==> config.mk <==
export PLATFORM = sky130hd
export DESIGN_NAME = lane_top
export DESIGN_NICKNAME = d
export VERILOG_FILES = /design/src/lane_pkg.sv /design/src/frame_gen.sv /design/src/comma_decode.sv /design/src/word_align.sv /design/src/seq_check.sv /design/src/lane_top.sv
export SDC_FILE = /design/constraint.sdc
export NUM_CORES = 1
export LEC_CHECK = 0
export ABC_AREA = 0
export BUFFER_PORTS_ARGS = -buffer_cell sky130_fd_sc_hd__clkbuf_2
export CAP_MARGIN = 25
export CELL_PAD_IN_SITES_DETAIL_PLACEMENT = 0
export CELL_PAD_IN_SITES_GLOBAL_PLACEMENT = 1
export CORE_UTILIZATION = 46
export CTS_CLUSTER_SIZE = 30
export DETAILED_ROUTE_END_ITERATION = 10
export GPL_TIMING_DRIVEN = 0
export PLACE_DENSITY = 0.83
export SYNTH_ARGS = -nofsm -noshare
export SYNTH_HDL_FRONTEND = slang
export SYNTH_SLANG_ARGS = --single-unit
export TNS_END_PERCENT = 30
==> constraint.sdc <==
create_clock -name txclk -period 4.83 [get_ports txclk]
set_input_delay 0.483 -clock txclk [delete_from_list [all_inputs] [get_ports txclk]]
set_output_delay 0.483 -clock txclk [all_outputs]
set_load 0.005 [all_outputs]
==> src/lane_pkg.sv <==
package lane_pkg;

  typedef logic [31:0] lane_data_t;  // one lane word, byte 0 sent first
  typedef logic [3:0]  lane_k_t;     // k flag per byte
  typedef logic [1:0]  byte_rot_t;   // receive byte rotation 0..3
  typedef logic [15:0] cnt_t;        // statistic counter

  // word on the lane, data plus its k flags
  typedef struct packed {
    lane_data_t data;
    lane_k_t    k;
  } lane_word_t;

  // realigned receive word
  typedef struct packed {
    logic       valid;  // seed or payload word
    logic       first;  // seed word of a frame
    lane_data_t data;
  } aligned_t;

  // statistics snapshot returned on the readout port
  typedef struct packed {
    logic locked;  // one clean frame seen
    cnt_t frames;
    cnt_t errors;
  } lane_stat_t;

  localparam lane_data_t COMMA_WORD = 32'hBCBC_BCBC;  // k28.5 in every byte
  localparam lane_k_t    COMMA_K    = 4'b1111;
  localparam int COMMA_LEN   = 8;   // comma words per frame
  localparam int PAYLOAD_LEN = 55;  // counting words after the seed
  localparam int FRAME_LEN   = COMMA_LEN + 1 + PAYLOAD_LEN;

  typedef enum logic [1:0] {
    GEN_COMMA,
    GEN_SEED,
    GEN_PAYLOAD
  } gen_state_e;

  typedef enum logic {
    HS_IDLE,
    HS_ACK
  } hs_state_e;

endpackage

==> src/frame_gen.sv <==
`timescale 1ns/10ps

module frame_gen (
  input  logic                 txclk,
  input  logic                 tx_rstn,
  output lane_pkg::lane_word_t o_tx
);

  lane_pkg::gen_state_e                   state;     // section now on o_tx
  logic [$clog2(lane_pkg::FRAME_LEN)-1:0] word_cnt;  // words sent in this section

  // o_tx always holds the word of the current state, the next word is
  // chosen from the state and the count
  always_ff @(posedge txclk or negedge tx_rstn) begin
    if (!tx_rstn) begin
      state     <= lane_pkg::GEN_COMMA;
      word_cnt  <= '0;
      o_tx.data <= lane_pkg::COMMA_WORD;  // first comma right out of reset
      o_tx.k    <= lane_pkg::COMMA_K;
    end else begin
      case (state)
        lane_pkg::GEN_COMMA: begin
          if (word_cnt == lane_pkg::COMMA_LEN - 1) begin
            state     <= lane_pkg::GEN_SEED;
            word_cnt  <= '0;
            o_tx.data <= '0;  // zero seed
            o_tx.k    <= '0;
          end else begin
            word_cnt  <= word_cnt + 1'b1;
            o_tx.data <= lane_pkg::COMMA_WORD;
            o_tx.k    <= lane_pkg::COMMA_K;
          end
        end
        lane_pkg::GEN_SEED: begin
          state     <= lane_pkg::GEN_PAYLOAD;
          word_cnt  <= '0;
          o_tx.data <= o_tx.data + 1'b1;  // payload starts at 1
          o_tx.k    <= '0;
        end
        lane_pkg::GEN_PAYLOAD: begin
          if (word_cnt == lane_pkg::PAYLOAD_LEN - 1) begin
            state     <= lane_pkg::GEN_COMMA;  // wrap to the preamble
            word_cnt  <= '0;
            o_tx.data <= lane_pkg::COMMA_WORD;
            o_tx.k    <= lane_pkg::COMMA_K;
          end else begin
            word_cnt  <= word_cnt + 1'b1;
            o_tx.data <= o_tx.data + 1'b1;
            o_tx.k    <= '0;
          end
        end
        default: begin
          state     <= lane_pkg::GEN_COMMA;
          word_cnt  <= '0;
          o_tx.data <= lane_pkg::COMMA_WORD;
          o_tx.k    <= lane_pkg::COMMA_K;
        end
      endcase
    end
  end

endmodule

==> src/comma_decode.sv <==
`timescale 1ns/10ps

module comma_decode (
  input  logic                 txclk,
  input  logic                 tx_rstn,
  input  lane_pkg::lane_word_t i_rx,
  output lane_pkg::byte_rot_t  o_rot,
  output logic                 o_start
);

  logic                prev_allk;  // last word was all k
  logic                edge_hit;   // comma to data boundary in this word
  lane_pkg::byte_rot_t rot_next;

  // after an all-k word, the k flags left in the low bytes are the tail
  // of the preamble, so their count is the rotation
  always_comb begin
    edge_hit = prev_allk;
    rot_next = 2'd0;
    case (i_rx.k)
      4'b0000: rot_next = 2'd0;
      4'b0001: rot_next = 2'd1;
      4'b0011: rot_next = 2'd2;
      4'b0111: rot_next = 2'd3;
      default: edge_hit = 1'b0;  // not a clean boundary
    endcase
  end

  always_ff @(posedge txclk or negedge tx_rstn) begin
    if (!tx_rstn) begin
      prev_allk <= 1'b0;
      o_rot     <= '0;
      o_start   <= 1'b0;
    end else begin
      prev_allk <= (i_rx.k == lane_pkg::COMMA_K);
      o_start   <= edge_hit;  // one pulse per boundary
      if (edge_hit) begin
        o_rot <= rot_next;  // held until the next boundary
      end
    end
  end

endmodule

==> src/word_align.sv <==
`timescale 1ns/10ps

module word_align (
  input  logic                 txclk,
  input  logic                 tx_rstn,
  input  lane_pkg::lane_word_t i_rx,
  input  lane_pkg::byte_rot_t  i_rot,
  input  logic                 i_start,
  output lane_pkg::aligned_t   o_aligned
);

  lane_pkg::lane_data_t                   rx_d1;     // rx delayed one word
  lane_pkg::lane_data_t                   rx_d2;     // rx delayed two words
  lane_pkg::lane_data_t                   shuffled;  // word completed by rx_d1
  lane_pkg::lane_data_t                   data_q;
  logic                                   valid_q;
  logic                                   first_q;
  logic                                   pend;      // seed completes one word late
  logic                                   take_seed;
  logic [$clog2(lane_pkg::FRAME_LEN)-1:0] pay_cnt;   // words out since the seed

  // with rotation s the low s bytes of a word belong to the previous word
  always_comb begin
    case (i_rot)
      2'd0:    shuffled = rx_d1;
      2'd1:    shuffled = {rx_d1[7:0], rx_d2[31:8]};
      2'd2:    shuffled = {rx_d1[15:0], rx_d2[31:16]};
      default: shuffled = {rx_d1[23:0], rx_d2[31:24]};
    endcase
  end

  always_ff @(posedge txclk) begin
    rx_d1  <= i_rx.data;
    rx_d2  <= rx_d1;
    data_q <= shuffled;
  end

  // unrotated seed is already in rx_d1 at the strobe, otherwise wait a word
  assign take_seed = (i_start && (i_rot == 2'd0)) || pend;

  always_ff @(posedge txclk or negedge tx_rstn) begin
    if (!tx_rstn) begin
      pend    <= 1'b0;
      valid_q <= 1'b0;
      first_q <= 1'b0;
      pay_cnt <= '0;
    end else begin
      pend <= i_start && (i_rot != 2'd0);
      if (take_seed) begin
        valid_q <= 1'b1;
        first_q <= 1'b1;
        pay_cnt <= '0;
      end else if (valid_q && (pay_cnt != lane_pkg::PAYLOAD_LEN)) begin
        valid_q <= 1'b1;
        first_q <= 1'b0;
        pay_cnt <= pay_cnt + 1'b1;
      end else begin
        valid_q <= 1'b0;  // end of payload
        first_q <= 1'b0;
      end
    end
  end

  always_comb begin
    o_aligned.valid = valid_q;
    o_aligned.first = first_q;
    o_aligned.data  = data_q;
  end

endmodule

==> src/seq_check.sv <==
`timescale 1ns/10ps

module seq_check (
  input  logic                 txclk,
  input  logic                 tx_rstn,
  input  lane_pkg::aligned_t   i_aligned,
  input  logic                 i_stat_req,
  output logic                 o_stat_ack,
  output lane_pkg::lane_stat_t o_stat
);

  logic                                   locked;
  lane_pkg::cnt_t                         frames;
  lane_pkg::cnt_t                         errors;
  logic                                   frame_bad;  // error earlier in this frame
  logic [$clog2(lane_pkg::FRAME_LEN)-1:0] word_idx;   // index of the next word
  lane_pkg::lane_data_t                   prev_data;
  lane_pkg::hs_state_e                    hs_state;
  lane_pkg::lane_stat_t                   stat_q;

  logic [$clog2(lane_pkg::FRAME_LEN)-1:0] cur_idx;
  lane_pkg::lane_data_t                   expect_data;
  logic                                   mism;
  logic                                   last_word;
  logic                                   bad_now;

  // seed must be zero, every later word one above the word before it
  always_comb begin
    cur_idx     = i_aligned.first ? '0 : word_idx;
    expect_data = i_aligned.first ? '0 : prev_data + 1'b1;
    mism        = i_aligned.valid && (i_aligned.data != expect_data);
    last_word   = i_aligned.valid && (cur_idx == lane_pkg::PAYLOAD_LEN);
    bad_now     = mism || (frame_bad && !i_aligned.first);
  end

  always_ff @(posedge txclk) begin
    if (i_aligned.valid) begin
      prev_data <= i_aligned.data;
    end
  end

  always_ff @(posedge txclk or negedge tx_rstn) begin
    if (!tx_rstn) begin
      locked    <= 1'b0;
      frames    <= '0;
      errors    <= '0;
      frame_bad <= 1'b0;
      word_idx  <= '0;
    end else if (i_aligned.valid) begin
      word_idx <= cur_idx + 1'b1;
      if (mism) begin
        errors <= errors + 1'b1;
      end
      if (last_word) begin
        frames    <= frames + 1'b1;  // clean or not, the frame is done
        frame_bad <= 1'b0;
        if (!bad_now) begin
          locked <= 1'b1;
        end
      end else begin
        frame_bad <= bad_now;
      end
    end
  end

  // four-phase readout, snapshot taken when the request is seen
  always_ff @(posedge txclk or negedge tx_rstn) begin
    if (!tx_rstn) begin
      hs_state <= lane_pkg::HS_IDLE;
    end else begin
      case (hs_state)
        lane_pkg::HS_IDLE: if (i_stat_req) hs_state <= lane_pkg::HS_ACK;
        lane_pkg::HS_ACK:  if (!i_stat_req) hs_state <= lane_pkg::HS_IDLE;
        default:           hs_state <= lane_pkg::HS_IDLE;
      endcase
    end
  end

  always_ff @(posedge txclk) begin
    if ((hs_state == lane_pkg::HS_IDLE) && i_stat_req) begin
      stat_q <= '{locked: locked, frames: frames, errors: errors};
    end
  end

  assign o_stat_ack = (hs_state == lane_pkg::HS_ACK);
  assign o_stat     = stat_q;  // frozen while ack is high

endmodule

==> src/lane_top.sv <==
`timescale 1ns/10ps

module lane_top (
  input  logic                 txclk,
  input  logic                 tx_rstn,
  input  lane_pkg::lane_word_t i_rx,
  output lane_pkg::lane_word_t o_tx,
  output lane_pkg::aligned_t   o_aligned,
  input  logic                 i_stat_req,
  output logic                 o_stat_ack,
  output lane_pkg::lane_stat_t o_stat
);

  lane_pkg::byte_rot_t rx_rot;    // decoded rotation
  logic                rx_start;  // data start strobe

  frame_gen frame_gen_i (
    .txclk   (txclk),
    .tx_rstn (tx_rstn),
    .o_tx    (o_tx)
  );

  // receive path, fed from the loopback outside the top level
  comma_decode comma_decode_i (
    .txclk   (txclk),
    .tx_rstn (tx_rstn),
    .i_rx    (i_rx),
    .o_rot   (rx_rot),
    .o_start (rx_start)
  );

  word_align word_align_i (
    .txclk     (txclk),
    .tx_rstn   (tx_rstn),
    .i_rx      (i_rx),
    .i_rot     (rx_rot),
    .i_start   (rx_start),
    .o_aligned (o_aligned)
  );

  seq_check seq_check_i (
    .txclk      (txclk),
    .tx_rstn    (tx_rstn),
    .i_aligned  (o_aligned),
    .i_stat_req (i_stat_req),
    .o_stat_ack (o_stat_ack),
    .o_stat     (o_stat)
  );

endmodule

After elaboration in Yosys (flattened, before gate mapping) --
Cells that the tools add are included.
Storage, ports and cells: register bits 259, input port bits 39, output and inout port bits 104
Cells by class: multiplexer cells 21, reduce and logical (&&, ||, !) cells 20, add/subtract/negate cells 7, bitwise logic cells 2, eq/ne operators 15
Operators by type and width (count):
- $pmux 36 s3 | 1
- $pmux 32 s3 | 1
- $mux 36 | 2
- $add 32x1->32 const B | 2
- $add 16x1->16 const B | 2
- $mux 32 | 1
- $ne 32x32->1 | 1
- $mux 6 | 5
- $add 6x1->6 const B | 3
- $eq 6x6->1 const B | 2
- $pmux 2 s3 | 2
- $pmux 6 s2 | 1
- $logic_and 1x1->1 | 7
- $eq 6x3->1 const B | 1
- $mux 1 | 6
- $ne 6x6->1 const B | 1
- $reduce_and 2->1 | 3
- $eq 2x1->1 const B | 2
- $eq 2x2->1 const B | 2
- $eq 4x1->1 const B | 1
- $eq 4x2->1 const B | 1
- $eq 4x3->1 const B | 1
- $eq 4x4->1 const B | 1
- $logic_not 2->1 | 2
- 9 further kinds | 14

Logic depth before layout (Yosys ltp) --
depth after elaboration 7, depth in mapped cells 17

Cells and area by module --
Synthesis repeated with hierarchy kept, for this count alone.
Unflattened totals: cell total of the unflattened synthesis 885, area total of the unflattened synthesis 10945.5 µm²
Modules (own cells, without submodules):
- seq_check | area an instance 5660.4 µm², cells each 493, sequential area each 2977.9 µm², instances 1
- word_align | area an instance 3036.7 µm², cells each 171, sequential area each 1986.9 µm², instances 1
- frame_gen | area an instance 2068.2 µm², cells each 203, sequential area each 1052.3 µm², instances 1
- comma_decode | area an instance 180.2 µm², cells each 18, sequential area each 100.1 µm², instances 1

Least setup slack after synthesis --
No wires, ideal clock.
path type reg-to-reg, start point register word_align_i.first_q, end point register seq_check_i.frames[12], cell stages (with the launch flop) 18, path buffers 6, data arrival time 3307 ps, path slack 1400 ps, required time 4707 ps, cell sequence dfrtp_1 clkbuf_1 clkbuf_1 clkbuf_1 clkbuf_1 buf_6 nor2b_1 ha_1 and4b_1 and3_1 and2_1 clkbuf_1 and3_1 nand3_1 nor2_1 nand4_1 or2_2 xnor2_1
Between the ends: longest elaborated chain between the ends 4
RTL lines:
- start: declaration | RTL line word_align.sv:17 | logic first_q;
- start signal: assignment | RTL line word_align.sv:45 | first_q <= 1'b0;
- start signal: assignment | RTL line word_align.sv:51 | first_q <= 1'b1;
- start signal: assignment | RTL line word_align.sv:55 | first_q <= 1'b0;
- $mux 6 | RTL line seq_check.sv:29 | cur_idx = i_aligned.first ? '0 : word_idx;
- $eq 6x6->1 | RTL line seq_check.sv:32 | last_word = i_aligned.valid && (cur_idx == lane_pkg::PAYLOAD_LEN);
- $logic_and 1x1->1 | RTL line seq_check.sv:32
- $reduce_and 2->1 (no source line)
- end signal: assignment | RTL line seq_check.sv:55 | frames <= frames + 1'b1;
- end: declaration | RTL line seq_check.sv:13 | lane_pkg::cnt_t frames;
No other way between the ends. A chain may end at the register's enable or synchronous reset.

Worst setup path in the final report --
start point register word_align_i.first_q, end point register seq_check_i.frames[15]
Same word-level chain as after synthesis.

==> summary.txt <==
Logic synthesis
  • Post-synthesis mux area share: 8.128%
  • Sequential share of the synthesized area: 55.81%
  • Seq cells post-synth: 248
  • Largest cells by area after synthesis: edfxtp_1 18%, dfrtp_1 17%, dfxtp_1 16%
  • Yosys warnings: 0
  • Mean area per synthesized cell: 11.95 um2
  • Ys async rst share: 38.31%
  • Synth unique cells: 83
  • Synthesized-area fraction occupied by adder cells: 0.9132%
  • Synth area leader: edfxtp_1
  • Mapped cell area: 0.01096 mm2
  • Top-area cell type share of the netlist area: 17.81%
  • Syn_nets: 964
  • Simple logic cell fraction of the synthesized area: 16.59%
  • Syn Inst Count: 917
  • Main synth FF type: dfxtp_1
  • Synth Area in Compound Gates: 8.276%
  • XOR/XNOR share of the synthesized area: 7.317%
  • Post-synth EDFFs: 65
  • Main combinational cell family by area after synthesis: simple AND/OR/NAND/NOR gates

Cells and area
  • Fillers: 2049
  • Inserted Diodes: 0
  • Post-route core utilization: 55.82%
  • Sequential Area: 0.006117 mm2
  • Share of post-route cells with drive strength above 1: 27.21%
  • Area of the multi-input gates: 0.004526 mm2
  • P&R area growth vs syn: 19.19%
  • Final nets: 1137

Worst setup path
  • Reg2reg end: seq_check_i.frames[15]
  • CP startpoint kind: flop
  • Crit end category: flop
  • Worst reg2reg path depth: 17
  • RR Startpoint: word_align_i.first_q
  • CP Class: reg -> reg
  • Critical path fanouts, max: 10
  • Required @ worst endpoint: 5.23 ns
  • CP startpoint: word_align_i.first_q
  • Crit path to: seq_check_i.frames[15]
  • R2R Setup Slk: 0.30 ns
  • Worst Path Arrival: 4.93 ns

Detailed routing
  • Via count: 7806
  • Number of routed nets with antenna violations: 0
  • Initial drt markers: 461
  • WL final: 24970 um
  • DRC violations left: 0
  • First-pass detailed-route iteration total: 7
  • Drt wl/cell: 17.48 um
  • Vias per cell: 5.463

Pwr
  • Worst vdd ir: 0.0003248 V
  • Pwr dens: 404.7 mW/mm2
  • Lkg Pwr: 5.269 nW
  • Tot Pwr: 5.287 mW

Clocking
  • Hold buffers post-CTS: 1
  • CTS Buffer Depth: 3
  • Resize count post-CTS: 0
  • CTS root buf: clkbuf_16
  • Post-CTS setup buffer count: 0
  • Clk_lat worst skew: 0.52 ns
  • Reg clk slew, reported paths: 0.06 ns
  • CTS tree: yes
  • Num CTS Buffers: 26
  • H-tree Lvls: 1
  • Clock Sink Count: 248

Timing
  • Final setup viols: 0
  • Max-slew headroom: 40.73%
  • Layout Skew: 0.01821 ns
  • Period minus WS final: 4.530 ns
  • Post-route clock period utilization: 93.79%
  • Worst Max-Slew Pin Slew: 0.8890 ns
  • Fmax: 0.2207 GHz
  • Final-report max-slew violation count: 0
  • Final setup TNS: 0 ns
  • RSZ-0062 raised after global routing: false
  • Final hold vios: 0

Floorplanning
  • Die H: 156.4 um
  • IO Count: 143
  • Starting density of the core: 46.83%
  • Row count: 56
  • Full die area: 0.02445 mm2
  • DIE WIDTH: 156.4 um
  • Core area: 0.02340 mm2

Global route
  • First-pass GRT wire length: 39700 um
  • GRT Total Usage: 20.71%
  • Grt total ovfl: 0
  • Largest net degree at the start of global routing: 65
  • Initial antenna violation count: 0
  • Number of global-route vias before repair: 7381

Run
  • Max Cap Viol: 0

Place
  • Detail Placement HPWL: 17820 um
  • RD Place Congestion: 0.8880
  • Port bufs: 142

Worst hold path
  • Hold crit path type: in -> reg

Outcome
  • Status: complete, no violations
[layout by cell type, fill, tap and decap left out, types with 13 or more instances in the layout]
cell type,netlist,routed
a21oi_1,43,43
and3_1,22,22
clkbuf_1,21,24
clkbuf_16,0,30
clkbuf_2,0,141
dfrtp_1,74,74
dfstp_2,21,21
dfxtp_1,88,88
edfxtp_1,65,65
inv_1,22,22
mux4_2,32,32
nand2_1,54,54
nand2b_1,13,13
nand3_1,35,35
nand4_1,33,33
nor2_1,66,66
nor3_1,14,14
o21ai_0,22,22
xnor2_1,57,57
xor2_1,32,32
[sequential cells by signal, indices dropped and copies added, names as in the netlist, 2 cells and up]
| signal | cells |
|---|---|
| frame_gen_i.word_cnt | 6 |
| frame_gen_i.state | 2 |
| word_align_i.rx_d1 | 32 |
| seq_check_i.errors | 16 |
| comma_decode_i.o_rot | 2 |
| word_align_i.data_q | 32 |
| word_align_i.pay_cnt | 6 |
| seq_check_i.word_idx | 6 |
| frame_gen_i.o_tx | 33 |
| word_align_i.rx_d2 | 24 |
| seq_check_i.o_stat | 33 |
| seq_check_i.prev_data | 32 |
| seq_check_i.frames | 16 |
[critical path, stage by stage (launching register included)]
cell	delay, ns
dfrtp_1	0.35
clkbuf_1	0.38
clkbuf_1	0.50
clkbuf_1	0.55
clkbuf_1	0.48
buf_6	0.22
nor2b_1	0.08
ha_1	0.24
and4b_1	0.20
and3_1	0.19
and2_1	0.15
clkbuf_1	0.16
and3_1	0.25
nand4_1	0.17
nor2_1	0.09
nand4_1	0.15
nor3_1	0.08
xor2_1	0.14
[through the flow]
step	instance area, um2	hold WS [ns]	worst slack, ns	instances
3_3_place_gp	12070	0.3335	0.3369	1378
3_5_place_dp	12140	0.3421	0.3469	1380
4_1_cts	13060	0.05294	0.3116	1429
5_1_grt	13060	0.04527	0.03207	1429
2_1_floorplan	10960	0.1874	1.400	917
6_report	13060	0.07035	0.2997	1429
[Yosys cell counts (all sizes together) (17+ instances only)]
| cell | count |
|---|---|
| dfrtp | 74 |
| xor2 | 32 |
| nand4 | 33 |
| dfstp | 21 |
| and3 | 24 |
| clkbuf | 22 |
| nor2 | 66 |
| inv | 22 |
| nand3 | 37 |
| mux4 | 32 |
| nand2 | 55 |
| a21oi | 43 |
| o21ai | 24 |
| buf | 21 |
| dfxtp | 88 |
| xnor2 | 57 |
| edfxtp | 65 |
| nor3 | 17 |
[power by group]
group / internal [mW] / switching, mW
logic: 0.322 / 0.343
registers: 2.36 / 0.216
clock network: 1.24 / 0.810
[layout make-up]
class,count,share of cell area [%]
flip-flops and latches,248,46.82
repair buffers,145,5.957
inverters,22,0.6321
plain buffers,43,1.858
clock buffers,37,6.254
multi-input cells,604,34.64
clock inverters,11,0.7758
well taps,319,3.055
[worst min path at each step]
stage	from	endpoint	slack, ns	cells after the start
finish	i_rx[33]	word_align_i.rx_d1[29]	0.07	1
global placement	word_align_i.rx_d1[31]	word_align_i.rx_d2[31]	0.33	0
detailed placement	word_align_i.rx_d1[28]	word_align_i.rx_d2[28]	0.34	0
CTS	i_rx[12]	word_align_i.rx_d1[8]	0.05	1
global route	i_rx[17]	word_align_i.rx_d1[13]	0.05	1
floorplan	tx_rstn	comma_decode_i.o_rot[0]	0.19	0
[layer usage]
metal	vias up	GRT usage [%]	routed length (um)
li1	3719	-	-
met1	3820	28.95	11350
met2	230	33.35	11810
met3	37	3.628	1347
met4	0	5.275	475
met5	-	0	0
[logic make-up after synthesis]
logic type | after synthesis
AND/OR/NAND/NOR | 329
flip-flops | 248
AO/OA/AOI/OAI | 129
XOR/XNOR | 90
buffers and inverters | 65
multiplexers | 48
adder cells (fa/ha/maj) | 8
No activity file was read; power rests on OpenSTA's default activity.
